## config.mk

```make
export PLATFORM = sky130hd
export DESIGN_NAME = id_stage
export DESIGN_NICKNAME = d
export VERILOG_FILES = /design/src/common/id_pkg.sv /design/src/decode/instr_decoder.sv /design/src/compressed_expander.sv /design/src/id_stage.sv /design/src/issue_register.sv
export SDC_FILE = /design/constraint.sdc
export NUM_CORES = 1
export LEC_CHECK = 0
export BUFFER_PORTS_ARGS = -buffer_cell sky130_fd_sc_hd__buf_2
export CORE_MARGIN = 2
export CORE_UTILIZATION = 45
export CTS_CLUSTER_SIZE = 12
export DETAILED_ROUTE_END_ITERATION = 6
export PLACE_DENSITY_LB_ADDON = 0.25
export RECOVER_POWER = 50
export SYNTH_ARGS = -nofsm -noshare
export SYNTH_HDL_FRONTEND = slang
export SYNTH_SLANG_ARGS = --single-unit
```

## constraint.sdc

```tcl
create_clock -name clk_i -period 15.5 [get_ports clk_i]
set_clock_uncertainty 0.15 [all_clocks]
set_input_delay 0 -clock clk_i [delete_from_list [all_inputs] [get_ports clk_i]]
set_output_delay 0 -clock clk_i [all_outputs]
set_load 0.02 [all_outputs]
```

## src/common/id_pkg.sv

```systemverilog
// Decode types, opcodes and exception causes shared by the decode stage RTL and its testbench
package id_pkg;

  localparam int unsigned XLEN = 32;

  typedef logic [XLEN-1:0] instr_t;
  typedef logic [4:0]      reg_idx_t;

  // ------------------------------
  // RV32I major opcodes
  // ------------------------------
  typedef enum logic [6:0] {
    OPCODE_LOAD   = 7'b0000011,
    OPCODE_OP_IMM = 7'b0010011,
    OPCODE_AUIPC  = 7'b0010111,
    OPCODE_STORE  = 7'b0100011,
    OPCODE_OP     = 7'b0110011,
    OPCODE_LUI    = 7'b0110111,
    OPCODE_BRANCH = 7'b1100011,
    OPCODE_JALR   = 7'b1100111,
    OPCODE_JAL    = 7'b1101111
  } opcode_e;

  // ------------------------------
  // Functional units and operations
  // ------------------------------
  typedef enum logic [2:0] {
    FU_NONE   = 3'd0,
    FU_ALU    = 3'd1,
    FU_LOAD   = 3'd2,
    FU_STORE  = 3'd3,
    FU_BRANCH = 3'd4,
    FU_JUMP   = 3'd5
  } fu_e;

  // ADD is the zero encoding, so a cleared entry reads as ADD
  typedef enum logic [4:0] {
    ADD, SUB, SLL, SLT, SLTU, XOR, SRL, SRA, OR, AND,
    EQ, NE, LT, GE, LTU, GEU,
    LB, LH, LW, LBU, LHU,
    SB, SH, SW,
    LUI, AUIPC, JAL, JALR
  } fu_op_e;

  // ------------------------------
  // Exceptions
  // ------------------------------
  typedef enum logic [3:0] {
    CAUSE_NONE         = 4'd0,
    INSTR_ACCESS_FAULT = 4'd1,
    ILLEGAL_INSTR      = 4'd2
  } cause_e;

  typedef struct packed {
    logic              valid;
    cause_e            cause;
    logic [XLEN-1:0]   tval;
  } exception_t;

  // One decoded instruction as handed to issue
  typedef struct packed {
    logic [XLEN-1:0] pc;
    fu_e             fu;
    fu_op_e          op;
    reg_idx_t        rs1;
    reg_idx_t        rs2;
    reg_idx_t        rd;
    logic [XLEN-1:0] imm;
    logic            use_imm;
    logic            is_compressed;
    exception_t      ex;
  } sb_entry_t;

endpackage

```

## src/decode/instr_decoder.sv

```systemverilog
// Combinational RV32I decoder, builds the scoreboard entry and control-flow flag for issue
`timescale 1ns/10ps

module instr_decoder (
  input  id_pkg::instr_t    pc_i,
  input  id_pkg::instr_t    instr_i,
  input  id_pkg::instr_t    orig_instr_i,
  input  logic              is_compressed_i,
  input  logic              illegal_i,
  input  logic              fetch_ex_i,
  output id_pkg::sb_entry_t entry_o,
  output logic              is_ctrl_flow_o
);

  logic [2:0]     funct3;
  logic [6:0]     funct7;
  logic           legal;
  logic           ctrl_flow;
  logic           use_rs1;
  logic           use_rs2;
  logic           use_rd;
  logic           use_imm;
  id_pkg::fu_e    fu;
  id_pkg::fu_op_e op;
  id_pkg::instr_t imm;
  id_pkg::instr_t imm_i;
  id_pkg::instr_t imm_s;
  id_pkg::instr_t imm_b;
  id_pkg::instr_t imm_u;
  id_pkg::instr_t imm_j;

  assign funct3 = instr_i[14:12];
  assign funct7 = instr_i[31:25];

  // Shared ALU operation table of OP and OP_IMM
  function automatic id_pkg::fu_op_e alu_op(input logic [2:0] f3, input logic alt);
    id_pkg::fu_op_e res;
    case (f3)
      3'b000:  res = alt ? id_pkg::SUB : id_pkg::ADD;
      3'b001:  res = id_pkg::SLL;
      3'b010:  res = id_pkg::SLT;
      3'b011:  res = id_pkg::SLTU;
      3'b100:  res = id_pkg::XOR;
      3'b101:  res = alt ? id_pkg::SRA : id_pkg::SRL;
      3'b110:  res = id_pkg::OR;
      default: res = id_pkg::AND;
    endcase
    return res;
  endfunction

  // ------------------------------
  // Immediate extraction
  // ------------------------------
  assign imm_i = {{20{instr_i[31]}}, instr_i[31:20]};
  assign imm_s = {{20{instr_i[31]}}, instr_i[31:25], instr_i[11:7]};
  assign imm_b = {{19{instr_i[31]}}, instr_i[31], instr_i[7], instr_i[30:25], instr_i[11:8], 1'b0};
  assign imm_u = {instr_i[31:12], 12'h000};
  assign imm_j = {{11{instr_i[31]}}, instr_i[31], instr_i[19:12], instr_i[20], instr_i[30:21],
                  1'b0};

  // ------------------------------
  // Opcode classification
  // ------------------------------
  always_comb begin
    fu        = id_pkg::FU_NONE;
    op        = id_pkg::ADD;
    use_rs1   = 1'b0;
    use_rs2   = 1'b0;
    use_rd    = 1'b0;
    use_imm   = 1'b0;
    imm       = '0;
    ctrl_flow = 1'b0;
    legal     = 1'b1;
    case (instr_i[6:0])
      id_pkg::OPCODE_LUI, id_pkg::OPCODE_AUIPC: begin
        fu      = id_pkg::FU_ALU;
        op      = instr_i[5] ? id_pkg::LUI : id_pkg::AUIPC;
        use_rd  = 1'b1;
        use_imm = 1'b1;
        imm     = imm_u;
      end
      id_pkg::OPCODE_JAL: begin
        fu        = id_pkg::FU_JUMP;
        op        = id_pkg::JAL;
        use_rd    = 1'b1;
        imm       = imm_j;
        ctrl_flow = 1'b1;
      end
      id_pkg::OPCODE_JALR: begin
        fu        = id_pkg::FU_JUMP;
        op        = id_pkg::JALR;
        use_rs1   = 1'b1;
        use_rd    = 1'b1;
        use_imm   = 1'b1;
        imm       = imm_i;
        ctrl_flow = 1'b1;
        legal     = (funct3 == 3'b000);
      end
      id_pkg::OPCODE_BRANCH: begin
        fu        = id_pkg::FU_BRANCH;
        use_rs1   = 1'b1;
        use_rs2   = 1'b1;
        imm       = imm_b;
        ctrl_flow = 1'b1;
        case (funct3)
          3'b000:  op = id_pkg::EQ;
          3'b001:  op = id_pkg::NE;
          3'b100:  op = id_pkg::LT;
          3'b101:  op = id_pkg::GE;
          3'b110:  op = id_pkg::LTU;
          3'b111:  op = id_pkg::GEU;
          default: legal = 1'b0;
        endcase
      end
      id_pkg::OPCODE_LOAD: begin
        fu      = id_pkg::FU_LOAD;
        use_rs1 = 1'b1;
        use_rd  = 1'b1;
        use_imm = 1'b1;
        imm     = imm_i;
        case (funct3)
          3'b000:  op = id_pkg::LB;
          3'b001:  op = id_pkg::LH;
          3'b010:  op = id_pkg::LW;
          3'b100:  op = id_pkg::LBU;
          3'b101:  op = id_pkg::LHU;
          default: legal = 1'b0;
        endcase
      end
      id_pkg::OPCODE_STORE: begin
        fu      = id_pkg::FU_STORE;
        use_rs1 = 1'b1;
        use_rs2 = 1'b1;
        use_imm = 1'b1;
        imm     = imm_s;
        case (funct3)
          3'b000:  op = id_pkg::SB;
          3'b001:  op = id_pkg::SH;
          3'b010:  op = id_pkg::SW;
          default: legal = 1'b0;
        endcase
      end
      id_pkg::OPCODE_OP_IMM: begin
        fu      = id_pkg::FU_ALU;
        use_rs1 = 1'b1;
        use_rd  = 1'b1;
        use_imm = 1'b1;
        imm     = imm_i;
        // Bit 30 only selects SRAI, for the other ops it is immediate
        op      = alu_op(funct3, (funct3 == 3'b101) && instr_i[30]);
        if (funct3 == 3'b001) begin
          legal = (funct7 == 7'b0000000);
        end else if (funct3 == 3'b101) begin
          legal = (funct7 == 7'b0000000) || (funct7 == 7'b0100000);
        end
      end
      id_pkg::OPCODE_OP: begin
        fu      = id_pkg::FU_ALU;
        use_rs1 = 1'b1;
        use_rs2 = 1'b1;
        use_rd  = 1'b1;
        op      = alu_op(funct3, instr_i[30]);
        legal   = (funct7 == 7'b0000000) ||
                  ((funct7 == 7'b0100000) && ((funct3 == 3'b000) || (funct3 == 3'b101)));
      end
      default: legal = 1'b0;
    endcase
  end

  // ------------------------------
  // Exception selection
  // ------------------------------
  always_comb begin
    entry_o               = '0;
    entry_o.pc            = pc_i;
    entry_o.is_compressed = is_compressed_i;
    is_ctrl_flow_o        = 1'b0;
    if (fetch_ex_i) begin
      // Fetch fault wins over anything found in the word
      entry_o.ex.valid = 1'b1;
      entry_o.ex.cause = id_pkg::INSTR_ACCESS_FAULT;
      entry_o.ex.tval  = pc_i;
    end else if (illegal_i || !legal) begin
      entry_o.ex.valid = 1'b1;
      entry_o.ex.cause = id_pkg::ILLEGAL_INSTR;
      entry_o.ex.tval  = orig_instr_i;
    end else begin
      entry_o.fu      = fu;
      entry_o.op      = op;
      entry_o.rs1     = use_rs1 ? instr_i[19:15] : 5'd0;
      entry_o.rs2     = use_rs2 ? instr_i[24:20] : 5'd0;
      entry_o.rd      = use_rd ? instr_i[11:7] : 5'd0;
      entry_o.imm     = imm;
      entry_o.use_imm = use_imm;
      is_ctrl_flow_o  = ctrl_flow;
    end
  end

endmodule

```

## src/compressed_expander.sv

```systemverilog
// Combinational RVC expander, turns a 16-bit compressed word into its RV32I form for the decoder
`timescale 1ns/10ps

module compressed_expander #(
  parameter bit RvcEn = 1'b1
) (
  input  id_pkg::instr_t instr_i,
  output id_pkg::instr_t instr_o,
  output id_pkg::instr_t orig_instr_o,
  output logic           is_compressed_o,
  output logic           illegal_o
);

  logic [15:0] c;
  logic [4:0]  rdp;
  logic [4:0]  rs1p;
  logic        illegal_c;

  assign c    = instr_i[15:0];
  // Compressed register fields address x8..x15
  assign rdp  = {2'b01, c[4:2]};
  assign rs1p = {2'b01, c[9:7]};

  assign is_compressed_o = (instr_i[1:0] != 2'b11);
  assign orig_instr_o    = is_compressed_o ? {16'h0000, c} : instr_i;
  assign illegal_o       = is_compressed_o && (!RvcEn || illegal_c);

  always_comb begin
    instr_o   = instr_i;
    illegal_c = 1'b0;
    if (is_compressed_o) begin
      instr_o = '0;
      case (c[1:0])
        // ------------------------------
        // Quadrant 0
        // ------------------------------
        2'b00: begin
          case (c[15:13])
            // C.ADDI4SPN, zero immediate is reserved and covers the all-zero word
            3'b000: begin
              instr_o = {2'b00, c[10:7], c[12:11], c[5], c[6], 2'b00, 5'd2, 3'b000, rdp,
                         id_pkg::OPCODE_OP_IMM};
              illegal_c = (c[12:5] == 8'h00);
            end
            3'b010: instr_o = {5'b0, c[5], c[12:10], c[6], 2'b00, rs1p, 3'b010, rdp,
                               id_pkg::OPCODE_LOAD};
            3'b110: instr_o = {5'b0, c[5], c[12], rdp, rs1p, 3'b010, c[11:10], c[6], 2'b00,
                               id_pkg::OPCODE_STORE};
            default: illegal_c = 1'b1;
          endcase
        end
        // ------------------------------
        // Quadrant 1
        // ------------------------------
        2'b01: begin
          case (c[15:13])
            // C.ADDI and C.NOP
            3'b000: instr_o = {{6{c[12]}}, c[12], c[6:2], c[11:7], 3'b000, c[11:7],
                               id_pkg::OPCODE_OP_IMM};
            // C.LI
            3'b010: instr_o = {{6{c[12]}}, c[12], c[6:2], 5'd0, 3'b000, c[11:7],
                               id_pkg::OPCODE_OP_IMM};
            3'b011: begin
              if (c[11:7] == 5'd2) begin
                // C.ADDI16SP
                instr_o = {{3{c[12]}}, c[4:3], c[5], c[2], c[6], 4'b0000, 5'd2, 3'b000, 5'd2,
                           id_pkg::OPCODE_OP_IMM};
              end else begin
                // C.LUI
                instr_o = {{15{c[12]}}, c[6:2], c[11:7], id_pkg::OPCODE_LUI};
              end
              illegal_c = ({c[12], c[6:2]} == 6'd0);
            end
            3'b100: begin
              case (c[11:10])
                2'b00: instr_o = {7'b0000000, c[6:2], rs1p, 3'b101, rs1p, id_pkg::OPCODE_OP_IMM};
                2'b01: instr_o = {7'b0100000, c[6:2], rs1p, 3'b101, rs1p, id_pkg::OPCODE_OP_IMM};
                2'b10: instr_o = {{6{c[12]}}, c[12], c[6:2], rs1p, 3'b111, rs1p,
                                  id_pkg::OPCODE_OP_IMM};
                default: begin
                  case (c[6:5])
                    2'b00: instr_o = {7'b0100000, rdp, rs1p, 3'b000, rs1p, id_pkg::OPCODE_OP};
                    2'b01: instr_o = {7'b0000000, rdp, rs1p, 3'b100, rs1p, id_pkg::OPCODE_OP};
                    2'b10: instr_o = {7'b0000000, rdp, rs1p, 3'b110, rs1p, id_pkg::OPCODE_OP};
                    default: instr_o = {7'b0000000, rdp, rs1p, 3'b111, rs1p, id_pkg::OPCODE_OP};
                  endcase
                end
              endcase
              // Shift amounts above 31 and the RV64 word ops do not exist here
              illegal_c = c[12] && (c[11:10] != 2'b10);
            end
            // C.J
            3'b101: instr_o = {c[12], c[8], c[10:9], c[6], c[7], c[2], c[11], c[5:3],
                               {9{c[12]}}, 5'd0, id_pkg::OPCODE_JAL};
            // C.BEQZ and C.BNEZ, bit 13 selects the condition
            3'b110, 3'b111: instr_o = {{4{c[12]}}, c[6:5], c[2], 5'd0, rs1p, 2'b00, c[13],
                                       c[11:10], c[4:3], c[12], id_pkg::OPCODE_BRANCH};
            default: illegal_c = 1'b1;
          endcase
        end
        // ------------------------------
        // Quadrant 2
        // ------------------------------
        2'b10: begin
          case (c[15:13])
            3'b000: begin
              instr_o = {7'b0000000, c[6:2], c[11:7], 3'b001, c[11:7], id_pkg::OPCODE_OP_IMM};
              illegal_c = c[12];
            end
            // C.LWSP, rd of x0 is reserved
            3'b010: begin
              instr_o = {4'b0000, c[3:2], c[12], c[6:4], 2'b00, 5'd2, 3'b010, c[11:7],
                         id_pkg::OPCODE_LOAD};
              illegal_c = (c[11:7] == 5'd0);
            end
            3'b100: begin
              if (c[6:2] == 5'd0) begin
                // C.JR and C.JALR, rs1 of x0 is reserved or C.EBREAK
                instr_o = {12'h000, c[11:7], 3'b000, 4'b0000, c[12], id_pkg::OPCODE_JALR};
                illegal_c = (c[11:7] == 5'd0);
              end else if (c[12]) begin
                instr_o = {7'b0000000, c[6:2], c[11:7], 3'b000, c[11:7], id_pkg::OPCODE_OP};
              end else begin
                instr_o = {7'b0000000, c[6:2], 5'd0, 3'b000, c[11:7], id_pkg::OPCODE_OP};
              end
            end
            3'b110: instr_o = {4'b0000, c[8:7], c[12], c[6:2], 5'd2, 3'b010, c[11:9], 2'b00,
                               id_pkg::OPCODE_STORE};
            default: illegal_c = 1'b1;
          endcase
        end
        default: illegal_c = 1'b1;
      endcase
    end
  end

endmodule

```

## src/id_stage.sv

```systemverilog
// Decode stage top, chains compressed expander, RV32I decoder and the issue register
`timescale 1ns/10ps

module id_stage #(
  parameter bit RvcEn = 1'b1
) (
  input  logic              clk_i,
  input  logic              rst_ni,
  input  logic              flush_i,
  // Fetch side
  input  logic              fetch_valid_i,
  output logic              fetch_ready_o,
  input  id_pkg::instr_t    fetch_addr_i,
  input  id_pkg::instr_t    fetch_instr_i,
  input  logic              fetch_ex_i,
  // Issue side
  output logic              issue_valid_o,
  output id_pkg::sb_entry_t issue_entry_o,
  output id_pkg::instr_t    orig_instr_o,
  output logic              is_ctrl_flow_o,
  output logic              is_compressed_o,
  input  logic              issue_ack_i
);

  id_pkg::instr_t    exp_instr;
  id_pkg::instr_t    exp_orig_instr;
  logic              exp_is_compressed;
  logic              exp_illegal;
  id_pkg::sb_entry_t dec_entry;
  logic              dec_ctrl_flow;

  // ------------------------------
  // Expand and decode
  // ------------------------------
  compressed_expander #(
    .RvcEn(RvcEn)
  ) compressed_expander_i (
    .instr_i        (fetch_instr_i),
    .instr_o        (exp_instr),
    .orig_instr_o   (exp_orig_instr),
    .is_compressed_o(exp_is_compressed),
    .illegal_o      (exp_illegal)
  );

  instr_decoder instr_decoder_i (
    .pc_i           (fetch_addr_i),
    .instr_i        (exp_instr),
    .orig_instr_i   (exp_orig_instr),
    .is_compressed_i(exp_is_compressed),
    .illegal_i      (exp_illegal),
    .fetch_ex_i     (fetch_ex_i),
    .entry_o        (dec_entry),
    .is_ctrl_flow_o (dec_ctrl_flow)
  );

  // ------------------------------
  // Decode to issue register
  // ------------------------------
  issue_register issue_register_i (
    .clk_i         (clk_i),
    .rst_ni        (rst_ni),
    .flush_i       (flush_i),
    .fetch_valid_i (fetch_valid_i),
    .fetch_ready_o (fetch_ready_o),
    .entry_i       (dec_entry),
    .orig_instr_i  (exp_orig_instr),
    .is_ctrl_flow_i(dec_ctrl_flow),
    .issue_ack_i   (issue_ack_i),
    .issue_valid_o (issue_valid_o),
    .issue_entry_o (issue_entry_o),
    .orig_instr_o  (orig_instr_o),
    .is_ctrl_flow_o(is_ctrl_flow_o)
  );

  assign is_compressed_o = issue_entry_o.is_compressed;

endmodule

```

## src/issue_register.sv

```systemverilog
// One-deep register between decode and issue with fetch ready, issue acknowledge and flush
`timescale 1ns/10ps

module issue_register (
  input  logic              clk_i,
  input  logic              rst_ni,
  input  logic              flush_i,
  input  logic              fetch_valid_i,
  output logic              fetch_ready_o,
  input  id_pkg::sb_entry_t entry_i,
  input  id_pkg::instr_t    orig_instr_i,
  input  logic              is_ctrl_flow_i,
  input  logic              issue_ack_i,
  output logic              issue_valid_o,
  output id_pkg::sb_entry_t issue_entry_o,
  output id_pkg::instr_t    orig_instr_o,
  output logic              is_ctrl_flow_o
);

  logic              valid_q;
  id_pkg::sb_entry_t entry_q;
  id_pkg::instr_t    orig_instr_q;
  logic              ctrl_flow_q;

  // Space now, or space after this edge because issue takes the current entry
  assign fetch_ready_o = fetch_valid_i && (!valid_q || issue_ack_i);

  always_ff @(posedge clk_i or negedge rst_ni) begin
    if (!rst_ni) begin
      valid_q <= 1'b0;
    end else if (flush_i) begin
      // A word taken in the flush cycle is dropped
      valid_q <= 1'b0;
    end else if (fetch_ready_o) begin
      valid_q <= 1'b1;
    end else if (issue_ack_i) begin
      valid_q <= 1'b0;
    end
  end

  always_ff @(posedge clk_i) begin
    if (fetch_ready_o) begin
      entry_q      <= entry_i;
      orig_instr_q <= orig_instr_i;
      ctrl_flow_q  <= is_ctrl_flow_i;
    end
  end

  assign issue_valid_o  = valid_q;
  assign issue_entry_o  = entry_q;
  assign orig_instr_o   = orig_instr_q;
  assign is_ctrl_flow_o = ctrl_flow_q;

endmodule

```

==> flow_metrics.tcl, run 1 <==
set metrics [dict create \
    syn_area_per_cell_sq_um 10.86 \
    synthAdderAreaFrac_pct 0 \
    place_area_sq_um 9874 \
    path_class "input port to flop" \
    internal_power_w 0.0007708 \
    p_seq_share_pct 45.3 \
    ioPinCount 232 \
    synth.top_cell.area_share_pct 54.62 \
    start_util_pct 45.99 \
    finalCriticalPeriod_ns 6.351 \
    wl_mm 30.50 \
    failed_checks "design-rule violations, max-capacitance violations, max-slew violations" \
    maxCapViolations 7 \
    cts_sinks 158 \
    wl_per_cell_um 23.46 \
    vias 7995 \
    ys_seq_area_share_pct 54.91 \
    r2r_setup_slack_ns 10.22 \
    synth_cell_type_count 83 \
    clk_path_buf_depth 2 \
    synthXorXnorAreaFrac_pct 0.2030 \
    synthMuxAreaShare_pct 3.030 \
    grt_pass1_wl_mm 45.12 \
    die_x_um 142.5 \
    cts_tree "yes" \
    worstSetupStartpoint "fetch_instr_i[15]" \
    multi_input_area_sq_um 3497 \
    htree_levels 4 \
    die_height_um 142.5 \
    path_max_fanout 52 \
    core_sq_um 18770 \
    viasPerCell 6.150 \
    clock.fmax_mhz 157.5 \
    worstPathRequired_ns 15.59 \
    status "finished, violations left" \
    tns_ns 0 \
    grt_util_all_layers_pct 29.58 \
    r2r-end "issue_register_i.orig_instr_o[7]" \
    yosys.area_share.simple_pct 18.79 \
    hold_buffers 64 \
    pwr-share-clk_pct 33.8 \
    p_leak_nw 3.719 \
    powerDensity_nw_per_um2 104.7 \
    ys_seq_elements 158 \
    postRouteAntennaNets 0 \
    fin_nets 1123 \
    setup_viol 0 \
    arrival_ns 6.44 \
    synth-compound-area-share_pct 18.25 \
    drv_slew 368 \
    r2r_start "issue_register_i.issue_valid_o" \
    drive_gt1_share_pct 12.57 \
    worstSetupEndpoint "issue_register_i.issue_entry_o[75]" \
    hold_viol 0 \
    drc_errors 1 \
    dieArea_sq_um 20300 \
    peakVddDrop_mv 0.07177 \
    ys_warn_count 0 \
    port_buffers 229 \
    cp_slowest_cell "clkbuf_1" \
    synth_edf_count 157 \
    n_antenna_cell 0 \
    antenna_found_initial 0 \
    slew_headroom_pct -177.4 \
    worstSkewPairLatency_ns 0.42 \
    synth.most_common_cell "edfxtp_1" \
    dr.pass1.iters 7 \
    combinationalPowerShare_pct 20.9 \
    netlist_area_sq_um 8631 \
    area_growth_pct 24.73 \
    p_sw_share_pct 31.60 \
    cts_root_buf "clkbuf_16" \
    gp_congestion 0.9983 \
    end_kind "flop" \
    post-synth-top-area-cell "edfxtp_1" \
    power_switching_w 0.0003562 \
    dp_hpwl_mm 20.39 \
    grt_max_degree 84 \
    synth_top_family_by_area "simple AND/OR/NAND/NOR gates" \
    crit_path_start_kind "input port" \
    cts_made_buffers 17 \
    grt-ovfl-total 0 \
    rsz0062_at_grt "no" \
    netlist_top_cells_count "edfxtp_1 (157), a21oi_1 (91), nand2_1 (67), clkbuf_1 (46), o21ai_0 (43)" \
    cts_setup_buffers 0 \
    register_area_sq_um 4740 \
    grt_pass1_vias 7615 \
    cts_resized 0 \
    drt_iter0_drc 1139 \
    finalInstanceArea_sq_um 10770 \
    async_reset_ff_share_pct 0.6329 \
    synth_area_leaders "edfxtp_1 (55%), a21oi_1 (5.3%), nor3_2 (4.8%)" \
    path_clk_slew_ns 0.06 \
    hold_path_class "input port to flop" \
    crit_chain "dlygate4sd3_1 -> buf_2 -> clkbuf_1 -> clkinv_1 -> o311ai_1 -> a41oi_1 -> nor3_1 -> o21ai_0 -> a21bo_2 -> or2_2 -> buf_4 -> nor4b_2" \
    slowest_delay_ns 1.25 \
    synth_cells 795 \
    reg2reg_depth 3 \
    fillCellCount 1726 \
    post-route-period-util_pct 40.98 \
    synth_flop_cell "edfxtp_1" \
    tightest_slew_ns 4.160 \
    placementRows 50 \
]
-- flip-flops by register name, summed over array words and instances, names as in the netlist --
name,cells
issue_register_i.issue_entry_o,124
issue_register_i.is_ctrl_flow_o,1
issue_register_i.issue_valid_o,1
issue_register_i.orig_instr_o,32
-- worst max-delay path, delay by kind of cell --
kind / cells / cell delay, ns
buf+inv: 5 / 3.30
compound gates: 4 / 1.69
simple gates: 3 / 1.37
-- through the flow --
stage | worst slack, ns | utilization (%) | hold WS [ns] | total power, W | instances
2_1_floorplan | 2.306 | - | -0.4456 | 0.0006793 | 796
3_3_place_gp | 10.88 | 52.61 | -0.3747 | 0.0007419 | 1204
3_5_place_dp | 10.91 | 52.61 | -0.3746 | 0.0007426 | 1204
4_1_cts | 10.86 | 58.81 | 0.01826 | 0.001131 | 1300
5_1_grt | 8.790 | 57.36 | 0.04770 | 0.001165 | 1300
6_report | 9.149 | 57.36 | 0.05337 | 0.001127 | 1300
-- cells in the final DEF, fill, tap and decap left out, drive strengths merged, types with 4 or more instances in the layout --
| cell type | instances |
|---|---|
| a211oi | 8 |
| a21oi | 91 |
| a221oi | 5 |
| a22oi | 7 |
| a311o | 5 |
| a311oi | 6 |
| a31oi | 10 |
| a32oi | 5 |
| and2 | 6 |
| and3 | 14 |
| buf | 40 |
| clkbuf | 224 |
| clkinv | 11 |
| dlygate4sd3 | 64 |
| edfxtp | 157 |
| inv | 21 |
| mux2i | 25 |
| nand2 | 67 |
| nand2b | 6 |
| nand3 | 14 |
| nand4 | 6 |
| nor2 | 42 |
| nor2b | 9 |
| nor3 | 65 |
| nor3b | 7 |
| nor4 | 5 |
| o211a | 5 |
| o211ai | 5 |
| o21ai | 46 |
| o221ai | 4 |
| o31ai | 5 |
| or2 | 8 |
| or3 | 6 |
| or4 | 4 |
-- layer usage --
metal / vias to the layer above / track usage, % / routed length, um
met5: - / 0 / 0
met4: 0 / 8.025 / 590
met3: 59 / 6.326 / 2985
met2: 510 / 47.72 / 14310
met1: 3836 / 40.64 / 12610
li1: 3590 / - / -
-- cell families after synthesis --
| logic type | after synthesis |
|---|---|
| mux | 26 |
| other cells | 1 |
| flops | 158 |
| simple gates | 274 |
| compound gates | 242 |
| xor+xnor | 2 |
| buf+inv | 92 |
-- power by group through the flow --
stage | Combinational, W | Sequential [W] | Clock, W
floorplan | 0.000118 | 0.000561 | 0
global placement | 0.000226 | 0.000516 | 0
detailed placement | 0.000226 | 0.000517 | 0
CTS | 0.000239 | 0.000508 | 0.000384
global route | 0.000251 | 0.000512 | 0.000402
finish | 0.000236 | 0.000510 | 0.000381
-- worst min path at each step --
stage                      startpoint                           endpoint  slack [ns]  cells past startpoint
global placement               rst_ni     issue_register_i.issue_valid_o       -0.37                      1
finish              fetch_instr_i[30]  issue_register_i.orig_instr_o[30]        0.05                      2
floorplan                      rst_ni     issue_register_i.issue_valid_o       -0.45                      0
global route        fetch_instr_i[30]  issue_register_i.orig_instr_o[30]        0.05                      2
detailed placement             rst_ni     issue_register_i.issue_valid_o       -0.37                      1
CTS                 fetch_instr_i[14]  issue_register_i.orig_instr_o[14]        0.02                      2
-- layout make-up --
| class | instances | area share (%) |
|---|---|---|
| clock inverters | 13 | 0.8368 |
| inverters | 21 | 0.7322 |
| well taps | 234 | 2.720 |
| flip-flops and latches | 158 | 44.03 |
| clock buffers | 19 | 4.021 |
| repair buffers | 309 | 15.18 |
| multi-input cells | 546 | 32.48 |
(Power assumes the default switching activity.)
==> run 2: changes to the inputs <==
==> constraint.sdc (replaced) <==
create_clock -name clk_i -period 5.7 [get_ports clk_i]
set_clock_uncertainty 0.15 [all_clocks]
set_input_delay 0 -clock clk_i [delete_from_list [all_inputs] [get_ports clk_i]]
set_output_delay 0 -clock clk_i [all_outputs]
set_load 0.02 [all_outputs]
==> run 2 against run 1 <==
  * The flow still finishes with violations (design-rule violations, max-capacitance violations, max-slew violations)
  * Die area did not move
  * Non-clock buffer count rose by 8
  * Flip-flop and latch count unchanged
  * Utilization is 0.95 points higher
  * Critical endpoint is now issue_register_i.issue_entry_o[74]
  * Largest cell class unchanged
==> flow_metrics.tcl, run 2 (synthesized netlist as in run 1, its figures left out) <==
set metrics [dict create \
    cp_slowest_cell "a222oi_1" \
    core_sq_um 18770 \
    placementRows 50 \
    hold_path_class "input port to flop" \
    dieArea_sq_um 20300 \
    grt-ovfl-total 0 \
    grt_max_degree 159 \
    cp_top_family "buffers and inverters" \
    drc_errors 5 \
    cts_sinks 158 \
    antenna_found_initial 0 \
    power_switching_w 0.001007 \
    r2r-end "issue_register_i.orig_instr_o[13]" \
    p_seq_share_pct 42.5 \
    cts_tree "yes" \
    crit_path_start_kind "input port" \
    maxCapViolations 4 \
    rsz0062_at_grt "no" \
    crit_chain "dlygate4sd3_1 -> clkbuf_1 -> buf_4 -> o21ai_0 -> a222oi_1 -> or3b_2 -> or3_1 -> or4_4 -> o211a_2 -> buf_12 -> nor4b_2" \
    hold_viol 0 \
    status "finished, violations left" \
    clock.fmax_mhz 198.7 \
    setup_viol 0 \
    path_class "input port to flop" \
    postRouteAntennaNets 0 \
    fillCellCount 1718 \
    peakVddDrop_mv 0.1968 \
    viasPerCell 6.069 \
    cts_root_buf "clkbuf_16" \
    internal_power_w 0.002266 \
    clk_path_buf_depth 2 \
    worstSkewPairLatency_ns 0.42 \
    vias 7944 \
    final_cell_mix "clkbuf_1 (208), edfxtp_1 (157), a21oi_1 (91)" \
    grt_pass1_wl_mm 45.86 \
    tns_ns 0 \
    min_to "issue_register_i.orig_instr_o[30]" \
    drt_iter0_drc 866 \
    area_growth_pct 26.79 \
    grt_pass1_vias 7550 \
    pwr-share-clk_pct 37.4 \
    path_max_fanout 23 \
    die_x_um 142.5 \
    slowest_delay_ns 0.83 \
    htree_levels 4 \
    grt_util_all_layers_pct 30.10 \
    p_sw_share_pct 30.78 \
    combinationalPowerShare_pct 20.2 \
    gp_congestion 0.9616 \
    p_leak_nw 3.803 \
    drv_slew 285 \
    worstPathRequired_ns 5.79 \
    failed_checks "design-rule violations, max-capacitance violations, max-slew violations" \
    reg2reg_depth 2 \
    tightest_slew_ns 3.853 \
    port_buffers 229 \
    finalCriticalPeriod_ns 5.033 \
    slew_headroom_pct -156.9 \
    fin_nets 1131 \
    layout_commonest_cell "clkbuf_1" \
    post-route-period-util_pct 88.30 \
    drive_gt1_share_pct 13.13 \
    dr.pass1.iters 7 \
    die_height_um 142.5 \
    path_clk_slew_ns 0.07 \
    cp_num_buf_inv 4 \
    arrival_ns 5.13 \
    cts_made_buffers 17 \
    dp_hpwl_mm 21.10 \
    powerDensity_nw_per_um2 299.1 \
    whs_path_depth 2 \
    wl_mm 30.99 \
    r2r_start "issue_register_i.issue_valid_o" \
    r2r_setup_slack_ns 1.64 \
    start_util_pct 45.99 \
    wl_per_cell_um 23.67 \
    ioPinCount 232 \
    hp-start "fetch_instr_i[30]" \
    p_total_w 0.003273 \
    largest_reg_flops 124 \
    end_kind "flop" \
]
[run 2: cell count changes in the layout (fill, tap and decap cells not counted), sizes merged]
| cell | delta |
|---|---|
| clkbuf | +3 |
| diode | +1 |
| clkinv | -7 |
| bufinv | +3 |
| buf | +4 |
| inv | +5 |
[run 2: worst max path at each step]
stage	end	cells past startpoint	slack, ns	from
floorplan	issue_register_i.is_ctrl_flow_o	1	1.78	issue_register_i.issue_valid_o
global placement	issue_register_i.issue_entry_o[90]	11	1.11	fetch_instr_i[13]
detailed placement	issue_register_i.issue_entry_o[90]	11	1.22	fetch_instr_i[13]
CTS	issue_register_i.issue_entry_o[74]	11	1.24	fetch_instr_i[1]
global route	issue_register_i.issue_entry_o[75]	11	0.54	fetch_instr_i[1]
finish	issue_register_i.issue_entry_o[74]	11	0.67	fetch_instr_i[1]
[run 2: stage by stage]
stage	instances	utilization, %	hold WS [ns]	setup slack, ns	instance area, sq um
floorplan	796	-	-0.4456	1.783	8646
global placement	1212	53.13	-0.3736	1.109	9972
detailed placement	1212	53.13	-0.3703	1.217	9972
CTS	1308	59.87	0.03120	1.243	11240
global route	1308	58.29	0.04211	0.5360	10940
finish	1309	58.31	0.07279	0.6672	10940
[run 2: final cells by class]
type                       instances  area (sq um)  area share (%)
clock inverter                    14         193.9           1.772
clock buffer                      18         429.2           3.922
multi-input combinational        546          3486           31.85
tap                              234         292.8           2.676
sequential                       158          4740           43.31
timing repair buffer             317          1720           15.72
antenna                            1         2.502         0.02287
inverter                          21         78.83          0.7203
[run 2: per-layer routing]
metal / track usage, % / vias to the layer above / part of all wire [%] / wire length, um
li1: - / 3598 / - / -
met1: 41.64 / 3839 / 43 / 13360
met2: 46.48 / 442 / 45 / 13990
met3: 7.739 / 65 / 9.0 / 2781
met4: 9.745 / 0 / 2.8 / 854
met5: 0 / - / 0 / 0
[run 2: repair_timing]
action	CTS	global route
endpoints found under the setup margin	0	0
endpoints found under the hold margin	94	0
resized for setup	0	0
setup buffers	0	0
hold buffers	64	0
[run 2: worst reg2reg max path, cell delays in order, from the launching register on]
cell	delay, ns
dfrtp_1	0.40
a21boi_0	0.20
clkbuf_2	2.72
[run 2: power by group through the flow]
stage                     logic, W  registers [W]  clock network, W
after global placement    0.000637        0.00140                 0
after global routing      0.000701        0.00140           0.00128
after CTS                 0.000674        0.00138           0.00124
after floorplan           0.000321        0.00150                 0
after detailed placement  0.000635        0.00140                 0
final                     0.000661        0.00139           0.00122
==> run 3: changes to the inputs <==
==> constraint.sdc (replaced) <==
create_clock -name clk_i -period 5.4 [get_ports clk_i]
set_clock_uncertainty 0.15 [all_clocks]
set_input_delay 0 -clock clk_i [delete_from_list [all_inputs] [get_ports clk_i]]
set_output_delay 0 -clock clk_i [all_outputs]
set_load 0.02 [all_outputs]
==> run 3 against run 2 <==
  * The flow finishes with violations (max-capacitance violations, max-slew violations)
  * Utilization grew 0.22 points
  * Clock power grew 6%
  * Cell area grew 0.38%
  * Register-to-register slack lost 0.27 ns
  * Setup slack lost 0.23 ns
  * Total power grew 5.1%
  * Critical path depth shrank 2
  * First-iteration DRC count grew 6.8%
==> flow_metrics.tcl, run 3 (synthesized netlist as in run 1, its figures left out) <==
set metrics [dict create \
    tightest_slew_ns 3.927 \
    powerDensity_nw_per_um2 313.1 \
    largest_reg_flops 124 \
    antenna_found_initial 0 \
    r2r_setup_slack_ns 1.37 \
    layout_commonest_cell "clkbuf_1" \
    maxCapViolations 3 \
    worstSkewPairLatency_ns 0.43 \
    drc_errors 0 \
    htree_levels 4 \
    path_max_fanout 43 \
    failed_checks "max-capacitance violations, max-slew violations" \
    core_sq_um 18770 \
    hold_path_class "input port to flop" \
    clock.fmax_mhz 201.6 \
    crit_path_start_kind "input port" \
    ioPinCount 232 \
    drive_gt1_share_pct 13.72 \
    slowest_delay_ns 1.37 \
    cts_made_buffers 17 \
    gp_congestion 1.035 \
    internal_power_w 0.002386 \
    cp_slowest_cell "clkbuf_1" \
    dieArea_sq_um 20300 \
    finalCriticalPeriod_ns 4.959 \
    grt_max_degree 159 \
    p_total_w 0.003439 \
    postRouteAntennaNets 0 \
    combinationalPowerShare_pct 20.0 \
    viasPerCell 6.023 \
    cts_tree "yes" \
    setup_viol 0 \
    status "finished, violations left" \
    path_clk_slew_ns 0.07 \
    cts_sinks 158 \
    die_x_um 142.5 \
    path_class "input port to flop" \
    clk_path_buf_depth 2 \
    multi_input_area_sq_um 3497 \
    arrival_ns 5.06 \
    register_area_sq_um 4740 \
    p_leak_nw 3.832 \
    grt_pass1_vias 7451 \
    wl_per_cell_um 22.77 \
    drt_iter0_drc 925 \
    vias 7914 \
    p_seq_share_pct 42.7 \
    worstPathRequired_ns 5.50 \
    cts_setup_buffers 0 \
    crit_chain "clkbuf_1 -> nor2_1 -> o21ai_0 -> a41oi_1 -> a2111oi_0 -> o21ai_1 -> o211a_2 -> buf_12 -> nor3_1" \
    start_util_pct 45.99 \
    p_sw_share_pct 30.63 \
    power_switching_w 0.001053 \
    pwr-share-clk_pct 37.4 \
    fillCellCount 1696 \
    hold_viol 0 \
    wl_mm 29.92 \
    post-route-period-util_pct 91.84 \
    slew_headroom_pct -161.8 \
    rsz0062_at_grt "no" \
    drv_slew 249 \
    grt_util_all_layers_pct 29.07 \
    grt_pass1_wl_mm 44.32 \
    peakVddDrop_mv 0.2156 \
    fin_nets 1136 \
    port_buffers 229 \
    dr.pass1.iters 5 \
    end_kind "flop" \
    tns_ns 0 \
    final_cell_mix "clkbuf_1 (206), edfxtp_1 (157), a21oi_1 (91)" \
    placementRows 50 \
    cts_root_buf "clkbuf_16" \
    die_height_um 142.5 \
    grt-ovfl-total 0 \
    area_growth_pct 27.27 \
    dp_hpwl_mm 20.49 \
]
-- run 3: cell count changes in the layout (fill, tap and decap cells not counted), sizes merged --
cell / delta
buf: +6
dlygate4sd3: +1
clkbuf: -2
-- run 3: stage by stage --
stage	utilization, %	cells	cell area [sq um]	setup WS, ns	hold slack [ns]
finish	58.53	1314	10980	0.4406	0.06983
global route	58.51	1313	10980	0.2073	0.05399
CTS	60.01	1313	11260	0.6258	0.03719
detailed placement	53.23	1216	9990	0.7363	-0.3742
global placement	53.23	1216	9990	0.8301	-0.3746
floorplan	-	796	8646	1.483	-0.4456
-- run 3: final timing paths --
kind,to,depth (start not counted),startpoint
max,issue_register_i.issue_entry_o[89],9,fetch_instr_i[13]
min reg2reg,issue_register_i.issue_valid_o,3,issue_register_i.issue_valid_o
min in group asynchronous,issue_register_i.issue_valid_o,3,rst_ni
max reg2reg,issue_register_i.issue_entry_o[8],2,issue_register_i.issue_valid_o
max in group asynchronous,issue_register_i.issue_valid_o,3,rst_ni
min,issue_register_i.orig_instr_o[30],2,fetch_instr_i[30]
-- run 3: routing by layer --
metal  share of wire [%]  vias to the layer above  track usage (%)
met4                 2.6                        2            10.11
met1                  42                     3751            40.70
met5                0.20                        -            2.256
li1                    -                     3619                -
met3                  10                       53            7.369
met2                  45                      489            43.85
-- run 3: power groups by stage --
| stage | combinational, W | sequential (W) | clock (W) |
|---|---|---|---|
| final | 0.000686 | 0.00147 | 0.00129 |
| after global routing | 0.000733 | 0.00147 | 0.00134 |
| after CTS | 0.000699 | 0.00146 | 0.00130 |
| after detailed placement | 0.000659 | 0.00148 | 0 |
| after global placement | 0.000660 | 0.00148 | 0 |
| after floorplan | 0.000339 | 0.00158 | 0 |
-- run 3: area by class of cell --
cell class                      instances  share of cell area (%)
Sequential cell                       158                   43.15
Antenna cell                            1                 0.02278
Tap cell                              234                   2.665
Clock buffer                           18                   3.907
Multi-Input combinational cell        546                   31.84
Timing Repair Buffer                  322                   15.94
Inverter                               21                  0.7176
Clock inverter                         14                   1.766
-- run 3: timing repair --
action,in CTS,in global routing
hold endpoints to repair,95,0
gates resized for setup,0,0
hold buffers,65,0
-- run 3: critical path: cells and delay by family --
family,cells,cell delay (ns)
buf+inv,2,1.69
simple gates,2,0.82
compound gates,5,2.50
